### src/rtl/dcache_cfg.svh
`ifndef DCACHE_CFG_SVH
`define DCACHE_CFG_SVH

// cache geometry
`define DC_WAYS 6       // ways per set
`define DC_SETS 8       // sets in the cache
`define DC_INDEX_W 3    // log2 of the set count

// address split, byte offset covers one 32 byte line
`define DC_ADDR_W 32
`define DC_OFFSET_W 5
`define DC_WORD_W 32

// one line is one burst
`define DC_BEATS 8      // words per line and beats per burst
`define DC_AGE_W 3      // wide enough for ages 0..DC_WAYS-1

`endif

### src/rtl/cache_geom_pkg.sv
`default_nettype none
`include "dcache_cfg.svh"

// cache organisation and cpu address fields
package cache_geom_pkg;

  typedef logic [`DC_ADDR_W-1:0] addr_t;                             // byte address
  typedef logic [`DC_WORD_W-1:0] word_t;
  typedef logic [`DC_WORD_W/8-1:0] strb_t;                           // one bit per byte lane
  typedef logic [`DC_ADDR_W-`DC_INDEX_W-`DC_OFFSET_W-1:0] tag_t;     // addr bits above the index
  typedef logic [`DC_INDEX_W-1:0] index_t;
  typedef logic [$clog2(`DC_BEATS)-1:0] word_sel_t;                  // word within a line
  typedef logic [$clog2(`DC_WAYS)-1:0] way_t;
  typedef logic [`DC_AGE_W-1:0] age_t;                               // 0 = most recently used
  typedef logic [`DC_BEATS*`DC_WORD_W-1:0] line_t;                   // word 0 in the low bits

  // one tag store entry
  typedef struct packed {
    logic valid;
    logic dirty;  // line differs from memory
    tag_t tag;
  } tag_entry_t;

endpackage

`default_nettype wire

### src/rtl/set_array.sv
`timescale 1ns/1ns
`default_nettype none
`include "dcache_cfg.svh"

// one entry per set, written at the edge and read combinationally
module set_array #(
  parameter type payload_t = logic,
  parameter int depth = `DC_SETS
) (
  input  logic                   clk,
  input  logic                   rst,
  input  logic                   we,
  input  cache_geom_pkg::index_t waddr,
  input  payload_t               wdata,
  input  cache_geom_pkg::index_t raddr,
  output payload_t               rdata
);

  payload_t mem [depth];

  always_ff @(posedge clk) begin
    if (rst) begin
      for (int i = 0; i < depth; i++) mem[i] <= '0;  // zero entry = invalid tag
    end else if (we) begin
      mem[waddr] <= wdata;
    end
  end

  assign rdata = mem[raddr];  // no read latency

endmodule

`default_nettype wire

### src/rtl/tag_lookup.sv
`timescale 1ns/1ns
`default_nettype none
`include "dcache_cfg.svh"

// tag, valid and dirty storage for all ways plus the hit compare
module tag_lookup (
  input  logic                       clk,
  input  logic                       rst,
  input  cache_geom_pkg::index_t     index,
  input  cache_geom_pkg::tag_t       tag,
  input  cache_geom_pkg::way_t       victim_way,
  input  logic                       tag_we,
  input  cache_geom_pkg::way_t       tag_way,
  input  cache_geom_pkg::tag_entry_t tag_wentry,
  output logic                       hit,
  output cache_geom_pkg::way_t       hit_way,
  output logic                       victim_dirty,
  output cache_geom_pkg::tag_t       victim_tag
);

  cache_geom_pkg::tag_entry_t entry [`DC_WAYS];  // entries of the addressed set
  logic [`DC_WAYS-1:0] way_hit;

  for (genvar w = 0; w < `DC_WAYS; w++) begin : g_way
    set_array #(
      .payload_t (cache_geom_pkg::tag_entry_t),
      .depth     (`DC_SETS)
    ) tag_mem_inst (
      .clk   (clk),
      .rst   (rst),
      .we    (tag_we && (tag_way == cache_geom_pkg::way_t'(w))),
      .waddr (index),
      .wdata (tag_wentry),
      .raddr (index),
      .rdata (entry[w])
    );
    assign way_hit[w] = entry[w].valid && (entry[w].tag == tag);
  end

  assign hit = |way_hit;

  // lowest way wins, though only one can match
  always_comb begin
    hit_way = '0;
    for (int w = `DC_WAYS - 1; w >= 0; w--) begin
      if (way_hit[w]) hit_way = cache_geom_pkg::way_t'(w);
    end
  end

  // an invalid victim never needs a write-back
  assign victim_dirty = entry[victim_way].valid && entry[victim_way].dirty;
  assign victim_tag   = entry[victim_way].tag;  // high part of the write-back address

endmodule

`default_nettype wire

### config.mk
export PLATFORM = sky130hd
export DESIGN_NAME = tag_lookup
export DESIGN_NICKNAME = d
export VERILOG_FILES = /design/src/rtl/cache_geom_pkg.sv /design/src/rtl/set_array.sv /design/src/rtl/tag_lookup.sv
export VERILOG_INCLUDE_DIRS = /design/src /design/src/rtl
export SDC_FILE = /design/constraint.sdc
export NUM_CORES = 2
export LEC_CHECK = 0
export BUFFER_PORTS_ARGS = -buffer_cell sky130_fd_sc_hd__buf_4
export CAP_MARGIN = 20
export CORE_ASPECT_RATIO = 0.9
export CORE_MARGIN = 1.5
export CORE_UTILIZATION = 40
export DETAILED_ROUTE_END_ITERATION = 16
export HOLD_SLACK_MARGIN = 0.08
export PLACE_DENSITY = 0.67
export SETUP_SLACK_MARGIN = 0.05
export SLEW_MARGIN = 20
export SYNTH_ARGS = -nofsm -noshare
export SYNTH_HDL_FRONTEND = slang
export SYNTH_HIERARCHICAL = 1
export SYNTH_SLANG_ARGS = --single-unit
export TNS_END_PERCENT = 100
### constraint.sdc
create_clock -name clk -period 3.6 [get_ports clk]
set_input_delay 0 -clock clk [delete_from_list [all_inputs] [get_ports clk]]
set_output_delay 0 -clock clk [all_outputs]
set_load 0.02 [all_outputs]
==> impl_metrics.yaml <==
floorplan:
  ioPinCount: 91
  core_um2: 148000
  start_util_pct: 40.2
  dieWidth_um: 410
  rows: 134
  dieArea_um2: 151000
  die_h_um: 369
timing:
  grt_setup_unrepaired: "yes"
  finalMaxSlewViolations: 0
  fin_crit_sh_pct: 100
  setup_slack_ps: -17.1
  fin_tns_setup_ps: -17.1
  min_period_ps: 3620
  hold_violations: 0
  setup_viol: 1
  tightest_slew_ps: 1140
  relSlewSlack_pct: 24.0
  clock.fmax_mhz: 276
global_routing:
  grt_util_all_layers_pct: 23.7
  use_met1_pct: 33.6
  antenna_found_initial: 10
  use_met2_pct: 33.9
  grt.met3_usage_pct: 8.49
  grt_most_used_layer: "met2"
  grt-ovfl-total: 0
  grt_max_degree: 84
  grt_pass1_wl_um: 260000
  grt_pass1_vias: 36200
synth:
  syn_area_um2: 59600
  syn_inst: 3942
  yosysUniqueCellTypes: 35
  ys_warn_count: 6
  yosysSeqAreaShare_pct: 62.9
  post_synth.cell_area_avg_um2: 15.1
  ys_ff_latch: 1248
  syn-num-nets: 4004
layout:
  finish.net_count: 4016
  reg.largest.list: "g_way.tag_mem_inst/mem (1248)"
  stdcell_count: 6031
  top_register: "g_way.tag_mem_inst/mem"
  area_growth_pct: 12.9
  largest_register_ff_count: 1248
  drive_gt1_share_pct: 19.4
worst_hold_path:
  hold_start: "index[0]"
  hold_depth: 4
  whs_endpoint: "g_way[3].tag_mem_inst/mem[7][23]"
  hold_class: "primary input to register"
power:
  power_frac_seq_pct: 50.3
  cellInternalPower_w: 0.0252
  combPwrFrac_pct: 12.2
  powerDensity_nw_per_um2: 499
  power.share.clock_pct: 37.5
  swShare_pct: 25.0
  p_leak_nw: 21.1
  p_sw_w: 0.00840
  vdd_drop_max_mv: 0.408
  p_total_w: 0.0336
detailed_routing:
  vias: 37600
  dr.pass1.iters: 6
  routedWlPerCell_um: 30.2
  drt_iter0_markers: 4725
  drc: 0
  viasPerCell: 6.24
  totalWireLength_um: 182000
  postRouteAntennaNets: 0
cts:
  htree_num_levels: 3
  cts_root_buffer: "clkbuf_16"
  cts_buffers: 120
  cts_tree: "built"
  cts_sinks: 1248
  clkTransAtPathRegs_ps: 70
  cts.path.max_buffers: 3
run_status:
  status: "complete, but fails checks"
  violations: "negative setup slack"
place:
  dp_cells: 5770
  portBuffers: 90
  finalWeightedCongestion: 0.958
  dp_hpwl_um: 112000
setup_path:
  crit_required_ps: 3600
  crit_path_start_kind: "register"
  cp_data_arrival_time_ps: 3620
  path_class: "register to primary output"
  crit_fanout: 2
  critPathCaptureType: "primary output"
run:
  cap_viol_max_count: 0
## synth_stat cells (all sizes together)
| library cell | count | share of area (%) |
|---|---|---|
| a21bo | 1 | 0.017 |
| a21boi | 1 | 0.013 |
| a21oi | 3 | 0.032 |
| buf | 148 | 1.8 |
| clkbuf | 263 | 1.7 |
| clkinv | 156 | 0.98 |
| edfxtp | 1248 | 63 |
| inv | 24 | 0.15 |
| mux2 | 156 | 2.9 |
| mux2i | 24 | 0.40 |
| mux4 | 336 | 14 |
| nand2 | 18 | 0.11 |
| nand2b | 16 | 0.17 |
| nand3 | 5 | 0.042 |
| nand3b | 8 | 0.10 |
| nand4 | 25 | 0.26 |
| nor2 | 4 | 0.025 |
| nor3 | 1256 | 11 |
| nor4 | 15 | 0.16 |
| o211ai | 2 | 0.025 |
| o21ai | 3 | 0.025 |
| o21bai | 48 | 0.60 |
| o22ai | 24 | 0.25 |
| or2 | 7 | 0.074 |
| or3b | 6 | 0.088 |
| or4 | 1 | 0.013 |
| xnor2 | 89 | 1.4 |
| xor2 | 55 | 0.81 |
## per-stage QoR
step / instance area (um^2) / hold slack [ps] / worst slack [ps] / utilization (%)
after floorplan: 59600 / 329 / 821 / -
after global placement: 62800 / 646 / -252 / 42.4
after detailed placement: 62800 / 644 / -171 / 42.4
after CTS: 67100 / 97.1 / 13.4 / 45.3
final: 67200 / 151 / -17.1 / 45.4
after global routing: 67200 / 142 / -50.6 / 45.4
## cells by family (layout without fill, tap and decap cells)
logic type	count (synthesis)	count (layout)	share of synthesized area (%)
and+or+nand+nor	1361	1361	11.6
DFF	1248	1248	62.9
buffers and inverters	591	707	4.60
muxes	516	516	17.7
xor gates and xnor gates	144	144	2.19
AOI/OAI and AO/OA	82	82	0.968
other	0	1	0
## power by group through the flow
stage / Combinational, W / Clock (W) / Sequential (W)
2_1_floorplan: 0.00224 / 0 / 0.0171
3_3_place_gp: 0.00385 / 0 / 0.0171
3_5_place_dp: 0.00386 / 0 / 0.0172
4_1_cts: 0.00395 / 0.0127 / 0.0169
5_1_grt: 0.00418 / 0.0132 / 0.0169
6_report: 0.00409 / 0.0126 / 0.0169
## worst max path at each step
stage,from,to,slack [ps]
after detailed placement,index[0],hit_way[0],-170
after global routing,g_way[5].tag_mem_inst/mem[0][7],hit_way[0],-50
after floorplan,tag_way[0],g_way[0].tag_mem_inst/mem[5][0],820
after global placement,index[0],hit_way[0],-250
after CTS,g_way[4].tag_mem_inst/mem[3][21],hit_way[0],10
final,g_way[5].tag_mem_inst/mem[3][22],hit_way[0],-20
## layout by cell type (no fill, tap or decap), drive strengths merged
master	synthesis	routed
a21bo	1	1
a21boi	1	1
a21oi	3	3
buf	148	273
bufinv	0	11
clkbuf	263	145
clkinv	156	222
clkinvlp	0	4
diode	0	1
dlygate4sd3	0	27
edfxtp	1248	1248
inv	24	25
mux2	156	156
mux2i	24	24
mux4	336	336
nand2	18	18
nand2b	16	16
nand3	5	5
nand3b	8	8
nand4	25	25
nor2	4	4
nor3	1256	1256
nor4	15	15
o211ai	2	2
o21ai	3	3
o21bai	48	48
o22ai	24	24
or2	7	7
or3b	6	6
or4	1	1
xnor2	89	89
xor2	55	55
## metal layers
| layer | share of wire (%) | vias up | wire length [um] |
|---|---|---|---|
| li1 | - | 15800 | - |
| met4 | 3.7 | 10 | 6680 |
| met2 | 43 | 2331 | 77500 |
| met3 | 14 | 382 | 26100 |
| met1 | 39 | 19100 | 72000 |
| met5 | 0.032 | - | 59 |
## critical path, cell delays in order (launching register included)
cell      delay (ps)
edfxtp_1         380
mux4_1           510
mux2_2           330
xnor2_2          160
nand4_1          190
nor4_4           360
o211ai_1         210
a21bo_1          260
a21boi_4         300
buf_6            170
## layout make-up
cell class              instances  area [um^2]
fillers                     12800        80800
flip-flops and latches       1248        37500
multi-input cells            2103        19900
clock buffers                 144         3160
repair buffers                301         2800
well taps                    1972         2470
clock inverters                82          698
inverters                     180          676
diodes                          1         2.50
## timing repair
item	CTS	global route
endpoints found under the hold margin	1252	0
setup endpoints to repair	4	4
resized for setup	43	23
setup buffers	3	2
hold buffers	27	0
pin swaps	14	8
Note: power is estimated with default switching activity, not from simulation.
