--- src/rtl/dcache_cfg.svh ---
`ifndef DCACHE_CFG_SVH
`define DCACHE_CFG_SVH

// cache geometry
`define DC_WAYS 6       // ways per set
`define DC_SETS 8       // sets in the cache
`define DC_INDEX_W 3    // log2 of the set count

// address split, byte offset covers one 32 byte line
`define DC_ADDR_W 32
`define DC_OFFSET_W 5
`define DC_WORD_W 32

// one line is one burst
`define DC_BEATS 8      // words per line and beats per burst
`define DC_AGE_W 3      // wide enough for ages 0..DC_WAYS-1

`endif

--- src/rtl/cache_geom_pkg.sv ---
`default_nettype none
`include "dcache_cfg.svh"

// cache organisation and cpu address fields
package cache_geom_pkg;

  typedef logic [`DC_ADDR_W-1:0] addr_t;                             // byte address
  typedef logic [`DC_WORD_W-1:0] word_t;
  typedef logic [`DC_WORD_W/8-1:0] strb_t;                           // one bit per byte lane
  typedef logic [`DC_ADDR_W-`DC_INDEX_W-`DC_OFFSET_W-1:0] tag_t;     // addr bits above the index
  typedef logic [`DC_INDEX_W-1:0] index_t;
  typedef logic [$clog2(`DC_BEATS)-1:0] word_sel_t;                  // word within a line
  typedef logic [$clog2(`DC_WAYS)-1:0] way_t;
  typedef logic [`DC_AGE_W-1:0] age_t;                               // 0 = most recently used
  typedef logic [`DC_BEATS*`DC_WORD_W-1:0] line_t;                   // word 0 in the low bits

  // one tag store entry
  typedef struct packed {
    logic valid;
    logic dirty;  // line differs from memory
    tag_t tag;
  } tag_entry_t;

endpackage

`default_nettype wire

--- src/rtl/lru_tracker.sv ---
`timescale 1ns/1ns
`default_nettype none
`include "dcache_cfg.svh"

// per-set age counters, age DC_WAYS-1 marks the least recently used way
module lru_tracker (
  input  logic                   clk,
  input  logic                   rst,
  input  cache_geom_pkg::index_t index,
  input  logic                   touch,
  input  cache_geom_pkg::way_t   touch_way,
  output cache_geom_pkg::way_t   victim_way
);

  cache_geom_pkg::age_t age [`DC_SETS][`DC_WAYS];

  always_ff @(posedge clk) begin
    if (rst) begin
      for (int s = 0; s < `DC_SETS; s++) begin
        for (int w = 0; w < `DC_WAYS; w++) begin
          age[s][w] <= cache_geom_pkg::age_t'(w);  // way n starts at age n
        end
      end
    end else if (touch) begin
      for (int w = 0; w < `DC_WAYS; w++) begin
        if (cache_geom_pkg::way_t'(w) == touch_way) begin
          age[index][w] <= '0;  // touched way becomes youngest
        end else if (age[index][w] < age[index][touch_way]) begin
          age[index][w] <= age[index][w] + 1'b1;  // younger ones shift back one
        end
      end
    end
  end

  // ages in a set stay a permutation, so exactly one way matches
  always_comb begin
    victim_way = '0;
    for (int w = 0; w < `DC_WAYS; w++) begin
      if (age[index][w] == cache_geom_pkg::age_t'(`DC_WAYS - 1)) begin
        victim_way = cache_geom_pkg::way_t'(w);
      end
    end
  end

endmodule

`default_nettype wire

--- config.mk ---
export PLATFORM = sky130hd
export DESIGN_NAME = lru_tracker
export DESIGN_NICKNAME = d
export VERILOG_FILES = /design/src/rtl/cache_geom_pkg.sv /design/src/rtl/lru_tracker.sv
export VERILOG_INCLUDE_DIRS = /design/src /design/src/rtl
export SDC_FILE = /design/constraint.sdc
export NUM_CORES = 1
export LEC_CHECK = 0
export ABC_AREA = 0
export ABC_CLOCK_PERIOD_IN_PS = 11400
export BUFFER_PORTS_ARGS = -buffer_cell sky130_fd_sc_hd__buf_4
export CORE_MARGIN = 8
export CORE_UTILIZATION = 50
export DETAILED_ROUTE_END_ITERATION = 10
export GPL_ROUTABILITY_DRIVEN = 0
export PLACE_DENSITY = 0.62
export SYNTH_ARGS = -nofsm -noshare
export SYNTH_HDL_FRONTEND = slang
export SYNTH_SLANG_ARGS = --single-unit
--- constraint.sdc ---
create_clock -name clk -period 11.4 [get_ports clk]
set_input_delay 0.57 -clock clk [delete_from_list [all_inputs] [get_ports clk]]
set_output_delay 0.57 -clock clk [all_outputs]
set_load 0.005 [all_outputs]
==> impl.org, run 1 <==
** Status
- The flow ran to the end, and the final reports show no timing, DRC or antenna violations.

** STA
- In the finished design, the share of the clock period the worst path needs comes to 0.4790.
- The worst pin sits at a relative slew slack of 0.1897.
- Setup TNS :: 0 ns
- The number of pins exceeding their max-slew limit in the final report is 0.
- Hold violation total from the final report :: 0
- Setup repair after global routing left no endpoint under its margin.
- Final hold analysis gives a worst-case slack of 0.7328 ns.
- The routed design could run at a clock period as short as 5.460 ns.
- The clock arrives with approximately 0.012 ns of skew.
- Setup violations remaining at the end of the flow were counted as 0.
- For the pin with the worst max-slew slack, the measured transition is around 1.2 ns.
- Worst setup margin :: 5.940 ns
- Derived from the worst setup path, the maximum achievable clock frequency is 0.1831 GHz.

** Critical path
- CP Data Arrival Time :: 5.75 ns
- Crit path max fanout :: 52
- The critical path in this run is classified as input pin to flop.
- Crit path launch type :: input pin
- The worst setup path is captured at a flop.
- At the worst endpoint, the required time is roughly 12 ns.

** Synth
- Number of warnings issued by yosys :: 0
- Yosys mapped a number of flops with a built-in enable equal to 144.
- For this run, the register share of the synthesized area comes to 0.5522.
- The synthesized design contains between 100 and 150 register bits.
- Fraction of registers with async set or reset after synthesis :: 0
- Syn Std Cell Area :: 7831 µm²
- Post-Synthesis Mean Instance Area :: between 10 and 15 µm²
- Counting every instance in the synthesized netlist gives 685.
- Synth cell types :: between 60 and 70
- When the netlist entered floorplanning its net count stood at 717.
- For this run, the leading register cell type out of synthesis is sky130_fd_sc_hd__edfxtp_1.

** Global route
- Summed over all layers, the global routing overflow is 0.
- Entering global routing, the biggest net connects 55 pins.
- The number of global-route vias before repair came to 5,742.
- Across every metal layer, demand over resource in global routing totals 0.2469.
- The number of antenna violations at the first check in global routing came to 0.
- Wire length of the first global-routing pass :: 36,080 µm

** Place
- Worst Setup Slack post-DPL :: 5.657 ns
- Count of input and output buffers :: 11
- Detailed placement ended at an HPWL of approximately 16,000 µm.

** Layout
- Area growth, synth to finish :: 10.15%
- Once layout is complete, the utilization of the core stands at 0.5653.
- Most common library cell in the layout ignoring fill and taps :: sky130_fd_sc_hd__edfxtp_1
- Of the cells placed in the final design, the portion with a size suffix greater than 1 is 0.1306.
- Commonest non-fill, non-tap cells in the layout :: sky130_fd_sc_hd__edfxtp_1, sky130_fd_sc_hd__nor2_1, sky130_fd_sc_hd__nand2_1
- Leading registers by flop count :: age: 144 flops
- 0 antenna diodes ended up in the layout.
- Largest register FFs :: 144
- More flip-flops sit in one register than any other, and that register is age.
- Nets@finish :: ~700

** Power and ir drop
- Leakage dissipation :: roughly 2.8 nW
- The share of total power dissipated in sequential elements is 0.438.
- VDD sags by at most 0.1003 mV.
- P_int :: 0.001032 W
- Fraction of power consumed by combinational cells :: 0.152
- Overall power consumption after layout is estimated at 0.001402 W.
- For this design the total switching power over the nets is 0.0003702 W.
- Total power per unit cell area :: about 160 nW/µm²
- Of the total power, the clock network draws 0.410.
- Switching fraction of total power :: 0.2641

** Clocking
- Number of post-CTS setup repair buffers :: 0
- The clock reaches the later pin of the worst-skew pair after 0.43 ns.
- For this design, the CTS-stage hold fixing added 0 buffers.
- Num CTS Buffers :: 17
- Once the clock tree was built, the resizer swapped 0 gates to a different size.
- Clock transition at the registers of the reported paths :: 0.06 ns
- # H-tree levels :: 4
- CTS tree :: built
- In this run the deepest clock path goes through 2 buffers.
- TritonCTS sink count :: roughly 140
- Clock tree synthesis selected as its root buffer the cell sky130_fd_sc_hd__clkbuf_16.

** Die
- Site Rows :: 45
- The region available for standard cell placement spans about 15,000 µm².
- The die is 141.2 µm tall.
- 12 I/O pins were placed.
- Die area :: 19,920 µm²
- Die span in x :: 141.2 µm
- Effective utilization at floorplan :: 0.5132

** Drt
- Total length of routed wires :: around 24,000 µm
- In the routed layout, each cell is associated on average with a via count of between 6 and 7.
- For this block, the initial DRC count from the detailed router was around 900.
- The routed layout has 5,987 vias.
- After detailed routing, the number of remaining DRC violations is 0.
- Number of nets still failing antenna checks after routing :: 0
- Count of TritonRoute iterations in the first routing pass :: 5
- After detailed routing, the average wire length per cell comes to 26.50 µm.

** Flow run
- Total of max-cap violations :: 0

** Min path
- In this run the worst hold path is classified as input pin to flop.
-- power by group through the flow --
stage	sequential, W	combinational [W]	clock [W]
3_5_place_dp	0.000625	0.000208	0
2_1_floorplan	0.000622	0.000147	0
4_1_cts	0.000614	0.000209	0.000573
3_3_place_gp	0.000625	0.000205	0
5_1_grt	0.000616	0.000229	0.000596
6_report	0.000614	0.000213	0.000574
-- cell type report --
cell class	instances	area, µm²
Clock inverter	14	172.7
Timing Repair Buffer	18	135.1
Fill cell	1276	6633
Tap cell	211	264.0
Clock buffer	17	425.4
Sequential cell	144	4324
Inverter	16	60.06
Multi-Input combinational cell	480	3244
-- worst max-delay path, cell delays in order --
cell and delay, ns:
sky130_fd_sc_hd__buf_4 0.57, sky130_fd_sc_hd__clkinv_1 0.54, sky130_fd_sc_hd__a221oi_1 0.35, sky130_fd_sc_hd__o221ai_1 0.23
sky130_fd_sc_hd__mux4_2 0.51, sky130_fd_sc_hd__a2bb2oi_1 0.57, sky130_fd_sc_hd__ha_1 0.37, sky130_fd_sc_hd__a2111o_1 0.39
sky130_fd_sc_hd__a211oi_1 0.19, sky130_fd_sc_hd__or4b_1 0.67, sky130_fd_sc_hd__a21oi_1 0.53, sky130_fd_sc_hd__and2_1 0.21
-- kinds of logic (layout without fill, tap and decap cells) --
kind of cell / count (synthesis) / in the layout / share of synthesized area
compound gates: 147 / 147 / 0.1323
xor+xnor: 6 / 6 / 0.006712
fa+ha+maj: 23 / 23 / 0.03675
buf+inv: 61 / 65 / 0.03419
flops: 144 / 144 / 0.5522
mux: 48 / 48 / 0.08627
simple gates: 256 / 256 / 0.1516
-- synth_stat cells (all sizes together) (12+ instances only) --
| library cell | count | area share |
|---|---|---|
| edfxtp | 144 | 0.55 |
| nor2 | 81 | 0.039 |
| nand2 | 64 | 0.031 |
| a21oi | 48 | 0.031 |
| nor3 | 36 | 0.023 |
| nand3 | 29 | 0.019 |
| buf | 26 | 0.017 |
| ha | 23 | 0.037 |
| mux2i | 21 | 0.027 |
| clkbuf | 19 | 0.0091 |
| inv | 14 | 0.0067 |
| mux4 | 14 | 0.040 |
| mux2 | 13 | 0.019 |
| and2 | 12 | 0.0096 |
-- worst paths after layout --
kind	slack [ns]	from	cells after the start	endpoint
max	5.94	index[2]	12	age[6][4]
min	0.73	rst	2	age[0][8]
max reg2reg	6.60	age[2][14]	12	age[6][4]
min reg2reg	1.09	age[3][11]	4	age[3][11]
-- per-layer routing --
layer / wire length, µm / track usage
met5: 0 / 0
met1: 9753 / 0.3266
met2: 10780 / 0.3776
met3: 2521 / 0.06178
met4: 800 / 0.1080
-- stage by stage --
stage / std cells / instance area, µm²
2_1_floorplan: 685 / 7831
3_3_place_gp: 869 / 8028
3_5_place_dp: 869 / 8028
4_1_cts: 900 / 8626
5_1_grt: 900 / 8626
6_report: 900 / 8626
Power figures use the tool's default switching activity.
==> run 2, diff against run 1 <==
--- a/config.mk
+++ b/config.mk
@@ -7,7 +7,7 @@
 export NUM_CORES = 1
 export LEC_CHECK = 0
 export ABC_AREA = 0
-export ABC_CLOCK_PERIOD_IN_PS = 11400
+export ABC_CLOCK_PERIOD_IN_PS = 5100
 export BUFFER_PORTS_ARGS = -buffer_cell sky130_fd_sc_hd__buf_4
 export CORE_MARGIN = 8
 export CORE_UTILIZATION = 50
==> constraint.sdc (replaced) <==
create_clock -name clk -period 5.1 [get_ports clk]
set_input_delay 0.255 -clock clk [delete_from_list [all_inputs] [get_ports clk]]
set_output_delay 0.255 -clock clk [all_outputs]
set_load 0.005 [all_outputs]
==> impl.org, run 2 (same netlist as run 1, synthesis figures left out) <==
** Power and ir drop
- Power spread over the standard cell area amounts to 354.6 nW/µm².
- For this design the static power due to leakage is 2.876 nW.
- Peak supply drop :: 0.2166 mV
- Overall power after layout :: 0.003115 W

** Critical path
- Walking the worst path, the cells encountered are buf_4 > nor2b_1 > a22oi_1 > nor2_1 > a211oi_1 > mux4_2 > o21a_1 > ha_1 > a2111o_1 > a211oi_1 > or4b_1 > a31oi_1.
- Stages on worst setup path :: 12
- Crit path max fanout :: 37
- Together, buffers and inverters on the worst path number 1.
- The most numerous cell type found on the critical path is sky130_fd_sc_hd__a211oi_1.
- Crit path kind :: input pin to flop
- CP Data Arrival Time :: 4.47 ns
- Crit path launch type :: input pin
- WP data required :: 5.19 ns
- STA classifies the critical path endpoint as a flop.
- Grouping stages by cell kind, the critical path spends the most delay in compound AO/OA/AOI/OAI gates.
- Cell with the largest stage delay on the worst path :: sky130_fd_sc_hd__or4b_1
- The largest single stage delay on the critical path is between 0.7 and 0.8 ns.
- Worst Reg-to-Reg Cells :: 9

** Global route
- Pin count of the biggest net entering global routing :: 38
- Wire length of the first global-routing pass :: ~37,000 µm
- The number of global-route vias before repair was 6,008.
- GR Util All Layers :: 0.2509
- For this run the aggregate overflow at the end of global routing stands at 0.
- Number of antenna violations at the first check in global routing :: 0

** Layout
- The number of antenna diodes in the final layout is 0.
- Biggest register :: age
- Area growth, synth to finish :: 12.16%
- Share of layout cells above drive strength 1 :: 0.1613
- Commonest non-fill, non-tap cells in the layout :: sky130_fd_sc_hd__edfxtp_1, sky130_fd_sc_hd__nor2_1, sky130_fd_sc_hd__nand2_1
- Post-layout utilization of the core :: 0.5756
- Layout Cell Area excl Fill :: a little under 9000 µm²
- At the end of the flow, the number of nets in the layout was 733.
- Most common library cell in the layout ignoring fill and taps :: sky130_fd_sc_hd__edfxtp_1
- The register with the most flip-flops in the layout has 144 of them.
- Leading registers by flop count :: age: 144 flops

** Drt
- In the routed layout, each cell is associated on average with a via count of 6.553.
- After detailed routing, the number of remaining DRC violations is 0.
- Count of TritonRoute iterations in the first routing pass :: 7
- Average wire length per cell after detail routing :: 26.20 µm
- The routed design has 24,210 µm of wire.
- Violation count after the first detailed-routing iteration :: 856
- Number of nets still failing antenna checks after routing :: 0
- The detailed router placed approximately 6,000 vias in this run.

** Clocking
- TritonCTS built the clock tree.
- Clock latency on the worst-skew pair, taken at its later pin, is roughly 0.43 ns.
- Maximum number of buffers from clock root to sink :: 2
- TritonCTS sink count :: ~140
- Hold repair after CTS inserted 0 buffers.
- Clock transition at the registers of the reported paths :: 0.06 ns
- Number of post-CTS setup repair buffers :: 0
- Num CTS Buffers :: 17
- Root Buffer :: sky130_fd_sc_hd__clkbuf_16
- Once the clock tree was built, the resizer swapped 0 gates to a different size.
- # H-tree levels :: 4

** Die
- The initial utilization of the core area, before any placement, comes to 0.5132.
- Site Rows :: 45
- The die covers 19,920 µm².
- In this run the standard cell core region covers 15,260 µm².
- From bottom edge to top edge, the die measures 141.2 µm.
- Die span in x :: 141.2 µm
- I/O pin count :: 12

** Min path
- Worst hold-check path type :: input pin to flop
- The worst hold path passes through 2 cells.

** Status
- Status :: finished clean

** STA
- Adding up every negative setup slack in the final design gives 0 ns.
- Maximum operating frequency :: roughly 0.23 GHz
- Of the available clock period, the critical path in the final layout requires 0.8597.
- Slew of the pin with the lowest slew margin :: 0.9217 ns
- Setup repair after global routing missed its margin :: false
- Max-slew violation count :: 0
- Counting I/O delays and the setup requirement, the final critical path takes approximately 4.4 ns.
- Layout Skew :: 0.006427 ns
- Worst setup margin :: 0.7157 ns
- In this run the tightest slew margin relative to its limit is 0.3843.
- The number of hold violations in the final report is 0.
- Finish-stage setup viols :: 0

** Place
- Before CTS, the worst setup slack after placement is 0.3582 ns.
- During placement, the flow inserted port buffers numbering 11.
- Summed over all nets, the half-perimeter wirelength after detailed placement is 16,780 µm.
- Area of placed instances :: 8208 µm²

** Flow run
- The tool flagged a number of max-cap violations equal to 0.
[run 2: changes by cell type in the layout (fill, tap and decap cells not counted)]
| cell | delta |
|---|---|
| sky130_fd_sc_hd__buf_4 | +24 |
| sky130_fd_sc_hd__bufinv_16 | -1 |
| sky130_fd_sc_hd__clkbuf_1 | +1 |
| sky130_fd_sc_hd__clkinv_1 | -2 |
| sky130_fd_sc_hd__clkinv_2 | +1 |
| sky130_fd_sc_hd__clkinv_4 | -1 |
| sky130_fd_sc_hd__clkinvlp_4 | +2 |
[run 2: report_power, final]
| part | switching (W) | leakage, nW | internal (W) |
|---|---|---|---|
| logic | 0.000338 | 1.35 | 0.000159 |
| registers | 0.0000149 | 1.25 | 0.00136 |
| clock network | 0.000487 | 0.270 | 0.000757 |
| total | 0.000840 | 2.88 | 0.00227 |
[run 2: per-layer routing]
layer	part of all wire	global-route usage
met1	0.41	0.3398
met2	0.43	0.3639
met3	0.11	0.06144
met4	0.045	0.1357
met5	0	0
[run 2: final timing paths]
path,from,endpoint,slack (ns)
max,index[2],age[1][4],0.72
min,rst,age[1][8],0.42
max reg2reg,age[7][8],age[1][4],0.76
min reg2reg,age[5][9],age[4][9],1.14
[run 2: final cells by class]
type | count | area [µm²]
clock buffer | 18 | 429.2
clock inverter | 13 | 146.4
fill | 1286 | 6475
inverter | 16 | 60.06
multi-input combinational | 480 | 3244
sequential | 144 | 4324
tap | 211 | 264.0
timing repair buffer | 42 | 315.3
[run 2: worst register-to-register path: cells and delay by family (launching register included)]
| family | cells | cell delay [ns] |
|---|---|---|
| AOI/OAI and AO/OA | 4 | 1.33 |
| muxes | 3 | 1.30 |
| and+or+nand+nor | 1 | 0.71 |
| adders and majority gates | 1 | 0.28 |
| DFF | 1 | 0.37 |
[run 2: through the flow]
stage | hold WS (ns) | instances
after floorplan | 0.6720 | 685
after global placement | 0.8534 | 893
after detailed placement | 0.8595 | 893
after CTS | 0.4089 | 924
after global routing | 0.4240 | 924
final | 0.4168 | 924
